--- config.mk ---
export PLATFORM = sky130hd
export DESIGN_NAME = application
export DESIGN_NICKNAME = d
export VERILOG_FILES = /design/src/common/pulse_pkg.sv /design/src/logic/msg_assembler.sv /design/src/logic/sync_fifo.sv /design/src/pacer/pacer.sv /design/src/pulse_ram/pulse_ram_ctrl.sv /design/src/logic/report_serializer.sv /design/src/logic/application.sv
export SDC_FILE = /design/constraint.sdc
export NUM_CORES = 2
export LEC_CHECK = 0
export ABC_AREA = 1
export BUFFER_PORTS_ARGS = -buffer_cell sky130_fd_sc_hd__buf_2
export CORE_ASPECT_RATIO = 2
export CORE_UTILIZATION = 30
export DETAILED_ROUTE_END_ITERATION = 10
export PLACE_DENSITY = 0.45
export RECOVER_POWER = 25
export SYNTH_ARGS = -nofsm -noshare
export SYNTH_HDL_FRONTEND = slang
export SYNTH_SLANG_ARGS = --single-unit
export TNS_END_PERCENT = 5
--- constraint.sdc ---
create_clock -name CLK -period 8.5 [get_ports CLK]
set_clock_uncertainty 0.2 [all_clocks]
set_input_delay 1.275 -clock CLK [delete_from_list [all_inputs] [get_ports CLK]]
set_output_delay 1.275 -clock CLK [all_outputs]
set_load 0.05 [all_outputs]
--- src/common/pulse_pkg.sv ---
package pulse_pkg;

  // Host word and assembled message widths
  localparam int XB_SIZE  = 32;
  localparam int MSG_SIZE = 3 * XB_SIZE;

  // Control message layout
  localparam int TYPE_BIT     = 0;  // 0 means control
  localparam int START_BIT    = 6;  // 1 start, 0 stop
  localparam int N_FRAME_BIT  = 8;
  localparam int N_FRAME_SIZE = 24;
  localparam int CLOCK_BIT    = N_FRAME_BIT + N_FRAME_SIZE;
  localparam int CLOCK_SIZE   = 24;
  localparam int STRIDE_BIT   = CLOCK_BIT + CLOCK_SIZE;
  localparam int STRIDE_SIZE  = 8;

  // Commands from the pacer to the RAM controller
  typedef enum logic [1:0] {
    CMD_SOF_WR = 2'd0,
    CMD_ENTRY  = 2'd1,
    CMD_EOF    = 2'd2,
    CMD_SOF_RD = 2'd3
  } ram_cmd_kind_t;

  typedef struct packed {
    ram_cmd_kind_t kind;
    logic [23:0]   payload;  // Entry value in low byte, or frame number
  } ram_cmd_t;

  // One per frame read pass
  typedef struct packed {
    logic [23:0] frame;
    logic [15:0] sum;
  } report_t;

  localparam logic [7:0] REPORT_HEADER = 8'hA5;

endpackage

--- src/logic/msg_assembler.sv ---
`timescale 1ns/100ps

module msg_assembler (
  input  logic                                 CLK,
  input  logic                                 RESET,
  input  logic                                 pc_msg_valid,
  input  logic [pulse_pkg::XB_SIZE-1:0]        pc_msg,
  output logic                                 pc_msg_ack,
  output logic                                 start_msg,
  output logic                                 stop_msg,
  output logic                                 msg_error,
  output logic [pulse_pkg::N_FRAME_SIZE-1:0]   n_frame,
  output logic [pulse_pkg::CLOCK_SIZE-1:0]     clocks_per_frame,
  output logic [pulse_pkg::STRIDE_SIZE-1:0]    stride
);
  import pulse_pkg::*;

  logic [1:0]           word_cnt;
  logic [2*XB_SIZE-1:0] cache;  // First two words
  logic [MSG_SIZE-1:0]  msg;
  logic                 last_word;

  assign pc_msg_ack = pc_msg_valid;
  assign msg = {pc_msg, cache};
  assign last_word = pc_msg_valid && word_cnt == 2'd2;

  always_ff @(posedge CLK) begin
    if (pc_msg_valid && word_cnt == 2'd0) cache[0 +: XB_SIZE] <= pc_msg;
    if (pc_msg_valid && word_cnt == 2'd1) cache[XB_SIZE +: XB_SIZE] <= pc_msg;
    if (last_word) begin
      n_frame          <= msg[N_FRAME_BIT +: N_FRAME_SIZE];
      clocks_per_frame <= msg[CLOCK_BIT +: CLOCK_SIZE];
      stride           <= msg[STRIDE_BIT +: STRIDE_SIZE];
    end
  end

  always_ff @(posedge CLK) begin
    if (RESET) begin
      word_cnt  <= 2'd0;
      start_msg <= 1'b0;
      stop_msg  <= 1'b0;
      msg_error <= 1'b0;
    end else begin
      if (pc_msg_valid) word_cnt <= (word_cnt == 2'd2) ? 2'd0 : word_cnt + 2'd1;
      start_msg <= last_word && !msg[TYPE_BIT] && msg[START_BIT];
      stop_msg  <= last_word && !msg[TYPE_BIT] && !msg[START_BIT];
      if (last_word && msg[TYPE_BIT]) msg_error <= 1'b1;  // Sticky
    end
  end

endmodule

--- src/logic/sync_fifo.sv ---
`timescale 1ns/100ps

module sync_fifo #(
  parameter type T     = logic [7:0],
  parameter int  DEPTH = 16
) (
  input  logic CLK,
  input  logic RESET,
  input  logic push,
  input  T     din,
  input  logic pop,
  output T     dout,
  output logic full,
  output logic empty
);

  localparam int AW = (DEPTH > 1) ? $clog2(DEPTH) : 1;

  T              mem [DEPTH];
  logic [AW-1:0] wr_ptr;
  logic [AW-1:0] rd_ptr;
  logic [AW:0]   count;
  logic          do_push;
  logic          do_pop;

  assign full    = count == (AW+1)'(DEPTH);
  assign empty   = count == '0;
  assign do_push = push && !full;
  assign do_pop  = pop && !empty;
  assign dout    = mem[rd_ptr];  // Show-ahead

  always_ff @(posedge CLK) begin
    if (do_push) mem[wr_ptr] <= din;
  end

  always_ff @(posedge CLK) begin
    if (RESET) begin
      wr_ptr <= '0;
      rd_ptr <= '0;
      count  <= '0;
    end else begin
      if (do_push) wr_ptr <= (wr_ptr == AW'(DEPTH - 1)) ? '0 : wr_ptr + 1'b1;
      if (do_pop) rd_ptr <= (rd_ptr == AW'(DEPTH - 1)) ? '0 : rd_ptr + 1'b1;
      case ({do_push, do_pop})
        2'b10:   count <= count + 1'b1;
        2'b01:   count <= count - 1'b1;
        default: count <= count;
      endcase
    end
  end

endmodule

--- src/pacer/pacer.sv ---
`timescale 1ns/100ps

module pacer #(
  parameter int N_ZMW = 128
) (
  input  logic                                CLK,
  input  logic                                RESET,
  input  logic                                start_msg,
  input  logic                                stop_msg,
  input  logic [pulse_pkg::N_FRAME_SIZE-1:0]  n_frame,
  input  logic [pulse_pkg::CLOCK_SIZE-1:0]    clocks_per_frame,
  input  logic [pulse_pkg::STRIDE_SIZE-1:0]   stride,
  input  logic                                cmd_full,
  output logic                                cmd_push,
  output pulse_pkg::ram_cmd_t                 cmd_data,
  output logic                                app_running,
  output logic                                app_error
);
  import pulse_pkg::*;

  // Init sequence index: SOF-write, N_ZMW entries, EOF
  localparam int IDX_W = $clog2(N_ZMW + 2);
  localparam logic [IDX_W-1:0] LAST_IDX = IDX_W'(N_ZMW + 1);

  typedef enum logic [2:0] {
    ST_STOPPED, ST_INIT, ST_INIT_PAUSED, ST_INTRAFRAME, ST_ERROR
  } state_t;

  state_t                   state;
  logic                     eof_pending;  // Stop seen, EOF not yet queued
  logic [IDX_W-1:0]         idx;
  logic [STRIDE_SIZE-1:0]   acc;
  logic [STRIDE_SIZE-1:0]   stride_r;
  logic [N_FRAME_SIZE-1:0]  max_frame;
  logic [N_FRAME_SIZE-1:0]  frame_cnt;
  logic [CLOCK_SIZE-1:0]    cpf;
  logic [CLOCK_SIZE-1:0]    clk_cnt;

  assign app_running = state inside {ST_INIT, ST_INIT_PAUSED, ST_INTRAFRAME};
  assign app_error   = state == ST_ERROR;

  always_comb begin
    cmd_push         = 1'b0;
    cmd_data.kind    = CMD_EOF;
    cmd_data.payload = '0;
    case (state)
      ST_STOPPED: cmd_push = eof_pending && !cmd_full;
      ST_INIT: begin
        cmd_push = !stop_msg && !cmd_full;
        if (idx == '0) begin
          cmd_data.kind = CMD_SOF_WR;
        end else if (idx != LAST_IDX) begin
          cmd_data.kind    = CMD_ENTRY;
          cmd_data.payload = {16'd0, acc};
        end
      end
      ST_INTRAFRAME: begin
        cmd_push         = !stop_msg && !cmd_full && clk_cnt == '0;  // Frame start
        cmd_data.kind    = CMD_SOF_RD;
        cmd_data.payload = frame_cnt;
      end
      default: cmd_push = 1'b0;
    endcase
  end

  always_ff @(posedge CLK) begin
    if (RESET) begin
      state       <= ST_STOPPED;
      eof_pending <= 1'b0;
    end else begin
      case (state)
        ST_STOPPED:
          if (eof_pending) begin
            if (!cmd_full) eof_pending <= 1'b0;
          end else if (start_msg) begin
            state     <= ST_INIT;
            idx       <= '0;
            acc       <= '0;
            stride_r  <= stride;
            max_frame <= n_frame;
            cpf       <= clocks_per_frame;
          end
        ST_INIT:
          if (stop_msg) begin
            state       <= ST_STOPPED;
            eof_pending <= 1'b1;
          end else if (cmd_full) begin
            state <= ST_INIT_PAUSED;
          end else begin
            idx <= idx + 1'b1;
            if (idx != '0) acc <= acc + stride_r;  // Entry k is k*stride mod 256
            if (idx == LAST_IDX) begin
              clk_cnt   <= '0;
              frame_cnt <= '0;
              state     <= (max_frame == '0) ? ST_STOPPED : ST_INTRAFRAME;
            end
          end
        ST_INIT_PAUSED:
          if (stop_msg) begin
            state       <= ST_STOPPED;
            eof_pending <= 1'b1;
          end else if (!cmd_full) begin
            state <= ST_INIT;
          end
        ST_INTRAFRAME:
          if (stop_msg) begin
            state       <= ST_STOPPED;
            eof_pending <= 1'b1;
          end else if (clk_cnt == '0 && cmd_full) begin
            state <= ST_ERROR;  // Overrun
          end else if (clk_cnt + 1'b1 >= cpf) begin
            clk_cnt <= '0;
            if (frame_cnt + 1'b1 >= max_frame) state <= ST_STOPPED;
            else frame_cnt <= frame_cnt + 1'b1;
          end else begin
            clk_cnt <= clk_cnt + 1'b1;
          end
        default: state <= ST_ERROR;  // Held until reset
      endcase
    end
  end

endmodule

--- src/pulse_ram/pulse_ram_ctrl.sv ---
`timescale 1ns/100ps

module pulse_ram_ctrl #(
  parameter int N_ZMW      = 128,
  parameter int READ_DELAY = 3
) (
  input  logic                 CLK,
  input  logic                 RESET,
  input  logic                 cmd_empty,
  input  pulse_pkg::ram_cmd_t  cmd_data,
  output logic                 cmd_pop,
  output logic                 rpt_push,
  output pulse_pkg::report_t   rpt_data
);
  import pulse_pkg::*;

  localparam int AW = $clog2(N_ZMW);

  typedef enum logic [1:0] {ST_IDLE, ST_WR_WAIT, ST_READING} state_t;

  state_t                  state;
  logic [7:0]              ram [N_ZMW];
  logic [AW-1:0]           wr_addr;
  logic [AW-1:0]           rd_addr;
  logic [AW-1:0]           rx_cnt;   // Words out of the read pipeline
  logic                    issuing;
  logic [READ_DELAY-1:0]   pipe_vld;
  logic [7:0]              pipe_data [READ_DELAY];
  logic [7:0]              rd_word;
  logic [23:0]             frame_r;
  logic [15:0]             sum_r;
  logic                    wr_en;
  logic                    last_word;

  assign cmd_pop   = !cmd_empty && (state == ST_IDLE || state == ST_WR_WAIT);
  assign wr_en     = cmd_pop && state == ST_WR_WAIT && cmd_data.kind == CMD_ENTRY;
  assign rd_word   = pipe_data[READ_DELAY-1];
  assign last_word = pipe_vld[READ_DELAY-1] && rx_cnt == AW'(N_ZMW - 1);

  // Report leaves with the last delayed word
  assign rpt_push       = last_word;
  assign rpt_data.frame = frame_r;
  assign rpt_data.sum   = sum_r + {8'd0, rd_word};

  always_ff @(posedge CLK) begin
    if (wr_en) ram[wr_addr] <= cmd_data.payload[7:0];
    pipe_data[0] <= ram[rd_addr];
    for (int i = 1; i < READ_DELAY; i++) pipe_data[i] <= pipe_data[i-1];
  end

  always_ff @(posedge CLK) begin
    if (RESET) begin
      state    <= ST_IDLE;
      issuing  <= 1'b0;
      pipe_vld <= '0;
    end else begin
      pipe_vld[0] <= issuing;
      for (int i = 1; i < READ_DELAY; i++) pipe_vld[i] <= pipe_vld[i-1];
      case (state)
        ST_IDLE:
          if (cmd_pop) begin
            if (cmd_data.kind == CMD_SOF_WR) begin
              state   <= ST_WR_WAIT;
              wr_addr <= '0;
            end else if (cmd_data.kind == CMD_SOF_RD) begin
              state   <= ST_READING;
              frame_r <= cmd_data.payload;
              rd_addr <= '0;
              rx_cnt  <= '0;
              sum_r   <= '0;
              issuing <= 1'b1;
            end
          end
        ST_WR_WAIT:
          if (cmd_pop) begin
            case (cmd_data.kind)
              CMD_ENTRY:  wr_addr <= wr_addr + 1'b1;
              CMD_SOF_WR: wr_addr <= '0;  // Restarted list
              default:    state <= ST_IDLE;
            endcase
          end
        ST_READING: begin
          if (issuing) begin
            rd_addr <= rd_addr + 1'b1;
            if (rd_addr == AW'(N_ZMW - 1)) issuing <= 1'b0;
          end
          if (pipe_vld[READ_DELAY-1]) begin
            sum_r  <= sum_r + {8'd0, rd_word};
            rx_cnt <= rx_cnt + 1'b1;
          end
          if (last_word) state <= ST_IDLE;
        end
        default: state <= ST_IDLE;
      endcase
    end
  end

endmodule

--- src/logic/report_serializer.sv ---
`timescale 1ns/100ps

module report_serializer (
  input  logic                            CLK,
  input  logic                            RESET,
  input  logic                            rpt_empty,
  input  pulse_pkg::report_t              rpt_data,
  output logic                            rpt_pop,
  output logic                            fpga_msg_valid,
  output logic [pulse_pkg::XB_SIZE-1:0]   fpga_msg
);
  import pulse_pkg::*;

  logic        send_w1;  // Sum word due next
  logic [15:0] sum_r;

  // No pop while the header word is on the bus
  assign rpt_pop = !rpt_empty && !send_w1;

  always_ff @(posedge CLK) begin
    if (RESET) begin
      fpga_msg_valid <= 1'b0;
      send_w1        <= 1'b0;
    end else begin
      fpga_msg_valid <= rpt_pop || send_w1;
      send_w1        <= rpt_pop;
    end
  end

  always_ff @(posedge CLK) begin
    if (rpt_pop) begin
      fpga_msg <= {REPORT_HEADER, rpt_data.frame};
      sum_r    <= rpt_data.sum;
    end else if (send_w1) begin
      fpga_msg <= XB_SIZE'(sum_r);
    end
  end

endmodule

--- src/logic/application.sv ---
`timescale 1ns/100ps

module application #(
  parameter int N_ZMW      = 128,
  parameter int FIFO_DEPTH = 16,
  parameter int READ_DELAY = 3
) (
  input  logic                            CLK,
  input  logic                            RESET,
  input  logic                            pc_msg_valid,
  input  logic [pulse_pkg::XB_SIZE-1:0]   pc_msg,
  output logic                            pc_msg_ack,
  output logic                            fpga_msg_valid,
  output logic [pulse_pkg::XB_SIZE-1:0]   fpga_msg,
  output logic                            app_running,
  output logic                            app_error,
  output logic                            msg_error
);
  import pulse_pkg::*;

  logic                     start_msg;
  logic                     stop_msg;
  logic [N_FRAME_SIZE-1:0]  n_frame;
  logic [CLOCK_SIZE-1:0]    clocks_per_frame;
  logic [STRIDE_SIZE-1:0]   stride;
  logic                     cmd_push;
  logic                     cmd_pop;
  logic                     cmd_full;
  logic                     cmd_empty;
  ram_cmd_t                 cmd_in;
  ram_cmd_t                 cmd_out;
  logic                     rpt_push;
  logic                     rpt_pop;
  logic                     rpt_empty;
  report_t                  rpt_in;
  report_t                  rpt_out;

  msg_assembler msg_assembler_i (
    .CLK, .RESET, .pc_msg_valid, .pc_msg, .pc_msg_ack,
    .start_msg, .stop_msg, .msg_error, .n_frame, .clocks_per_frame, .stride
  );

  pacer #(.N_ZMW(N_ZMW)) pacer_i (
    .CLK, .RESET, .start_msg, .stop_msg, .n_frame, .clocks_per_frame, .stride,
    .cmd_full, .cmd_push, .cmd_data(cmd_in), .app_running, .app_error
  );

  sync_fifo #(.T(ram_cmd_t), .DEPTH(FIFO_DEPTH)) cmd_fifo_i (
    .CLK, .RESET, .push(cmd_push), .din(cmd_in), .pop(cmd_pop),
    .dout(cmd_out), .full(cmd_full), .empty(cmd_empty)
  );

  pulse_ram_ctrl #(.N_ZMW(N_ZMW), .READ_DELAY(READ_DELAY)) pulse_ram_ctrl_i (
    .CLK, .RESET, .cmd_empty, .cmd_data(cmd_out), .cmd_pop,
    .rpt_push, .rpt_data(rpt_in)
  );

  // Report FIFO drains faster than frames arrive
  sync_fifo #(.T(report_t), .DEPTH(FIFO_DEPTH)) rpt_fifo_i (
    .CLK, .RESET, .push(rpt_push), .din(rpt_in), .pop(rpt_pop),
    .dout(rpt_out), .full(), .empty(rpt_empty)
  );

  report_serializer report_serializer_i (
    .CLK, .RESET, .rpt_empty, .rpt_data(rpt_out), .rpt_pop,
    .fpga_msg_valid, .fpga_msg
  );

endmodule

* Word level (Yosys, flattened, before mapping)
Memory sizes are Yosys's and may differ from the RTL's. A register that Yosys moved wholly into a read port is not among the register bits. Cells that the tools add are included.
Cells by class: $add $sub $neg 17, $lt $le $gt $ge 2, eq/ne operators 50, mux-type cells 93, bitwise gates (word level) 3, reductions and logical operators 64
Operator list (number):
- 24-bit two-way mux | 13
- 24-bit case mux with 2 select lines | 2
- 16-bit two-way mux | 4
- 7-bit two-way mux | 9
- 8-bit two-way mux | 7
- 7-bit case mux with 2 select lines | 4
- 26-bit case mux with 2 select lines | 1
- 24-bit by 1-bit adder with 24-bit output, second input constant | 2
- 24-bit greater-or-equal comparator | 2
- 24-bit zero test | 2
- 3-bit two-way mux | 11
- 4-bit two-way mux | 8
- 2-bit != test, second input constant | 16
- 16-bit case mux with 2 select lines | 1
- 8-bit case mux with 2 select lines | 2
- 6-bit AND reduction | 5
- 26-bit two-way mux | 1
- 7-bit by 1-bit adder with 7-bit output, second input constant | 3
- 1-bit logical AND | 20
- 5-bit case mux with 2 select lines | 2
- 2-bit two-way mux | 9
- 16-bit by 8-bit adder with 16-bit output | 1
- 4-bit by 1-bit adder with 4-bit output, second input constant | 4
- 4-bit equality test, second input constant | 4
- 40 further kinds | 96
Storage, ports and cells: flip-flop bits (word level) 388, RAM bits 2104, input bits 35, output and inout bits 37, logic and storage cells 270, memories kept 4
Memory list:
- pulse_ram_ctrl_i.ram | depth 128, bits a word 8, read ports 1, clocked after Yosys merged registers in 1, wr ports 1, RTL line pulse_ram_ctrl.sv:22 | logic [7:0] ram [N_ZMW];
- rpt_fifo_i.mem | depth 16, bits a word 40, read ports 1, clocked after Yosys merged registers in 1, wr ports 1, RTL line sync_fifo.sv:19 | T mem [DEPTH];
- cmd_fifo_i.mem | depth 16, bits a word 26, read ports 1, clocked after Yosys merged registers in 1, wr ports 1, RTL line sync_fifo.sv:19
- pulse_ram_ctrl_i.pipe_data | depth 3, bits a word 8, read ports 3, clocked after Yosys merged registers in 0, wr ports 3, RTL line pulse_ram_ctrl.sv:28 | logic [7:0] pipe_data [READ_DELAY];

* Longest topological paths before layout
depth in word-level cells 8, depth in mapped cells 24, depth with buffers taken out 24

* By module
A second synthesis with hierarchy kept.
Second synthesis, totals: cells, all modules 8677, area, all modules 104440.2 sq um
Modules (own cells, without submodules):
- pulse_ram_ctrl | instances 1, cells each 3912, area each 45935.3 sq um, sequential area each 33322.0 sq um
- sync_fifo (rpt_fifo_i) | instances 1, cells each 2163, area each 27351.2 sq um, sequential area each 19558.8 sq um
- sync_fifo (cmd_fifo_i) | instances 1, cells each 1455, area each 18232.5 sq um, sequential area each 12832.3 sq um
- pacer | instances 1, cells each 878, area each 7622.3 sq um, sequential area each 3683.5 sq um
- msg_assembler | instances 1, cells each 141, area each 3621.0 sq um, sequential area each 3523.4 sq um
- report_serializer | instances 1, cells each 128, area each 1677.9 sq um, sequential area each 1261.2 sq um

* Worst setup path after synthesis
Ideal clock, no wire load.
kind input port to flip-flop, start input RESET, end register pacer_i.cpf[0], enable pin, setup time 609 ps, data arrival time 6893 ps, data required time 7691 ps, path slack 798 ps, stages on the path 2, path buffers 1, cells stage by stage clkbuf_1 -> nor4_1
Between the ends: word-level cells in the longest chain between the ends 2
Ends and longest elaborated chain:
- start: declaration | RTL line application.sv:9 | input logic RESET,
- 1-bit inverter (no source line)
- 4-bit AND reduction (no source line)
- end signal: assignment | RTL line pacer.sv:81 | cpf <= clocks_per_frame;
- end: declaration | RTL line pacer.sv:36 | logic [CLOCK_SIZE-1:0] cpf;
Every way passes these cells. A chain may end at the register's enable or synchronous reset.

==> results_dict.tcl <==
set metrics [dict create \
    rows 302 \
    status "complete, but fails checks" \
    critPathKind "register to register" \
    core_mm2 0.3378 \
    ys_ff_latch 2498 \
    grt_pass1_wl_um 423100 \
    finalSetupTns_ns 0 \
    critical_path_required_ns 8.98 \
    cp.arrival_ns 6.99 \
    endpoint_kind "register" \
    setup_slack_ns 1.988 \
    hp-class "register to register" \
    power_mw 37.03 \
    routedWlPerCell_um 23.11 \
    drt_iter0_drc 4185 \
    insertion_delay_ns 0.91 \
    synth.avg_cell_area_um2 12.52 \
    die_h_um 825.9 \
    synth-seq-area-share_pct 72.85 \
    area_growth_pct 11.54 \
    synth-edff-count 2415 \
    post-route-drc-count 0 \
    vias_per_cell 4.883 \
    numClockSinks 2498 \
    cts_inserted_buffers 227 \
    ctsHoldBuffers 0 \
    syn_inst 8130 \
    grt_pass1_vias 63405 \
    fmax_ghz 0.1536 \
    hold_slack_ns 0.1033 \
    ys_types 54 \
    pin_count 72 \
    place_area_mm2 0.1067 \
    ir_drop_v 0.0003952 \
    yosys.area.top_type "edfxtp_1" \
    grt_max_degree 227 \
    start_kind "register" \
    first_pass_iters 5 \
    die_area_mm2 0.3419 \
    wl_met1_um 107700 \
    slew_headroom_pct -180.5 \
    layout_common_cells "edfxtp_1 (2,415), nand2_1 (1,496), nand3_1 (1,059), nor2_1 (755), o21ai_0 (424)" \
    cts_tree "done" \
    yosys_warnings 0 \
    place.gp.congestion 0.8547 \
    fin_area_mm2 0.1136 \
    fin_nets 8214 \
    die_w_um 414.0 \
    final.period_utilization_pct 76.61 \
    reg2reg_depth 5 \
    wl_met3_um 8971 \
    hold_viol_final 0 \
    ant_nets 0 \
    grt.total_usage_pct 16.82 \
    synth_compound_area_share_pct 5.629 \
    synthAdderAreaFrac_pct 1.221 \
    ys.flop_type "edfxtp_1" \
    drv_slew 660 \
    antenna_found_initial 3 \
    holdPathStages 0 \
    start_util_pct 30.14 \
    finalCriticalPeriod_ns 6.512 \
    cts_root_buffer "clkbuf_16" \
    synthTopCellsByArea "edfxtp_1 (71%), nand2_1 (5.5%), nand3_1 (5.2%), nor2_1 (2.9%), o21ai_0 (2.1%)" \
    p_per_area_mw_per_mm2 326.0 \
    tightest_slew_ns 4.208 \
    crit_path_max_fanout 198 \
    cts_htree_levels 4 \
    final_layout_size_suffix_gt1_share_pct 6.554 \
    yosysTopAreaCellShare_pct 71.22 \
    synth_top_family_by_area "simple AND/OR/NAND/NOR gates" \
    finalWirelength_um 292700 \
    yosys.area_share.simple_pct 14.41 \
    cts_setup_buffers 0 \
    hpwl_um 176100 \
    async_flop_share_pct 0 \
    synthMuxAreaShare_pct 1.553 \
    cts_resized 0 \
    finalSetupViolations 0 \
    cap_violations 13 \
    wl_met2_um 161300 \
    io_buffers 67 \
    rsz0062_at_grt "false" \
    place_ws_ns 3.014 \
    final_common_cell "edfxtp_1" \
    clock_path_buffers 4 \
    grt-ovfl-total 0 \
    routed.top_layer "met4" \
    p_leak_nw 38.40 \
    failed_checks "capacitance limit, slew limit" \
    synth_area_mm2 0.1018 \
    dr_total_vias 61840 \
    synthXorXnorAreaFrac_pct 0.3613 \
    clk_pin_slew_ns 0.07 \
]
## state kept, by name, indices dropped and copies added, names as in the netlist, 8 cells and up, named ones only
signal                            count
pacer_i.stride_r                      8
msg_assembler_i.cache                58
pacer_i.max_frame                    24
cmd_fifo_i.mem                      416
msg_assembler_i.clocks_per_frame     24
pacer_i.idx                           8
pulse_ram_ctrl_i.pipe_data           24
report_serializer_i.sum_r            16
pacer_i.clk_cnt                      24
msg_assembler_i.stride                8
pulse_ram_ctrl_i.frame_r             24
pacer_i.acc                           8
pulse_ram_ctrl_i.sum_r               16
rpt_fifo_i.mem                      640
report_serializer_i.fpga_msg         25
pacer_i.cpf                          24
pacer_i.frame_cnt                    24
msg_assembler_i.n_frame              24
pulse_ram_ctrl_i.ram               1024
## cell usage after synthesis (12+ instances only)
cell type  instances
a21oi_1          181
nand2_1         1502
o22ai_1           15
nor2_1           786
a31oi_1           24
xor2_1            34
nand4_1           29
inv_2             12
o32ai_1           22
nor4_1            17
edfxtp_1        2415
inv_1            416
buf_4             92
mux2i_1          158
o21ai_0          423
buf_6             17
o221ai_1          48
o211ai_1         191
clkbuf_1         142
buf_2            171
buf_1             36
dfxtp_1           83
nor3_1            40
o21ai_1           46
ha_1              93
nand3_1         1059
## through the flow
stage	std cells	util, %
CTS	12662	33.67
finish	12664	33.62
global placement	12260	31.58
floorplan	8133	-
detailed placement	12261	31.58
global route	12663	33.62
## worst max-delay path: stages (launching register included)
cell and delay [ns]:
dfxtp_1 1.36, clkbuf_2 2.92, o21ai_0 0.42, o211ai_1 0.41
nand3_1 0.21, a31oi_1 0.42
## routing by layer
metal  up-vias  global-route usage [%]
li1      28948                       -
met4         0                   7.867
met2      1364                   32.61
met1     30965                   17.92
met5         -                       0
met3       563                   1.597
## layout make-up
class / instances / area [µm²]
Antenna cell: 2 / 5.005
Clock buffer: 278 / 5997
Clock inverter: 123 / 1039
Fill cell: 33494 / 224200
Inverter: 431 / 1654
Multi-Input combinational cell: 4745 / 23920
Sequential cell: 2498 / 74210
Tap cell: 4408 / 5515
Timing Repair Buffer: 179 / 1236
## cell families after synthesis
group | count (synthesis)
and+or+nand+nor | 3470
xor gates and xnor gates | 42
buffers and inverters | 890
other | 1
AOI/OAI and AO/OA | 974
adders and majority gates | 97
muxes | 158
DFF | 2498
## power by group
part	total, mW	leakage [nW]	internal, mW	switching, mW
Combinational	10.8	12.7	2.50	8.28
Sequential	16.2	22.2	15.6	0.623
Clock	10.0	3.45	5.48	4.56
Total	37.0	38.4	23.6	13.5
## final timing paths
path | slack (ns) | startpoint | to
worst min register to register | 0.10 | pulse_ram_ctrl_i.pipe_data[0][15]$_DFF_P_ | pulse_ram_ctrl_i.pipe_data[0][23]$_DFF_P_
worst max-delay path | 1.99 | register | report_serializer_i.fpga_msg[12]$_DFFE_PP_
worst max register to register | 1.99 | register | report_serializer_i.fpga_msg[12]$_DFFE_PP_
worst min-delay path | 0.10 | pulse_ram_ctrl_i.pipe_data[0][15]$_DFF_P_ | pulse_ram_ctrl_i.pipe_data[0][23]$_DFF_P_
No activity file was read; power rests on OpenSTA's default activity.
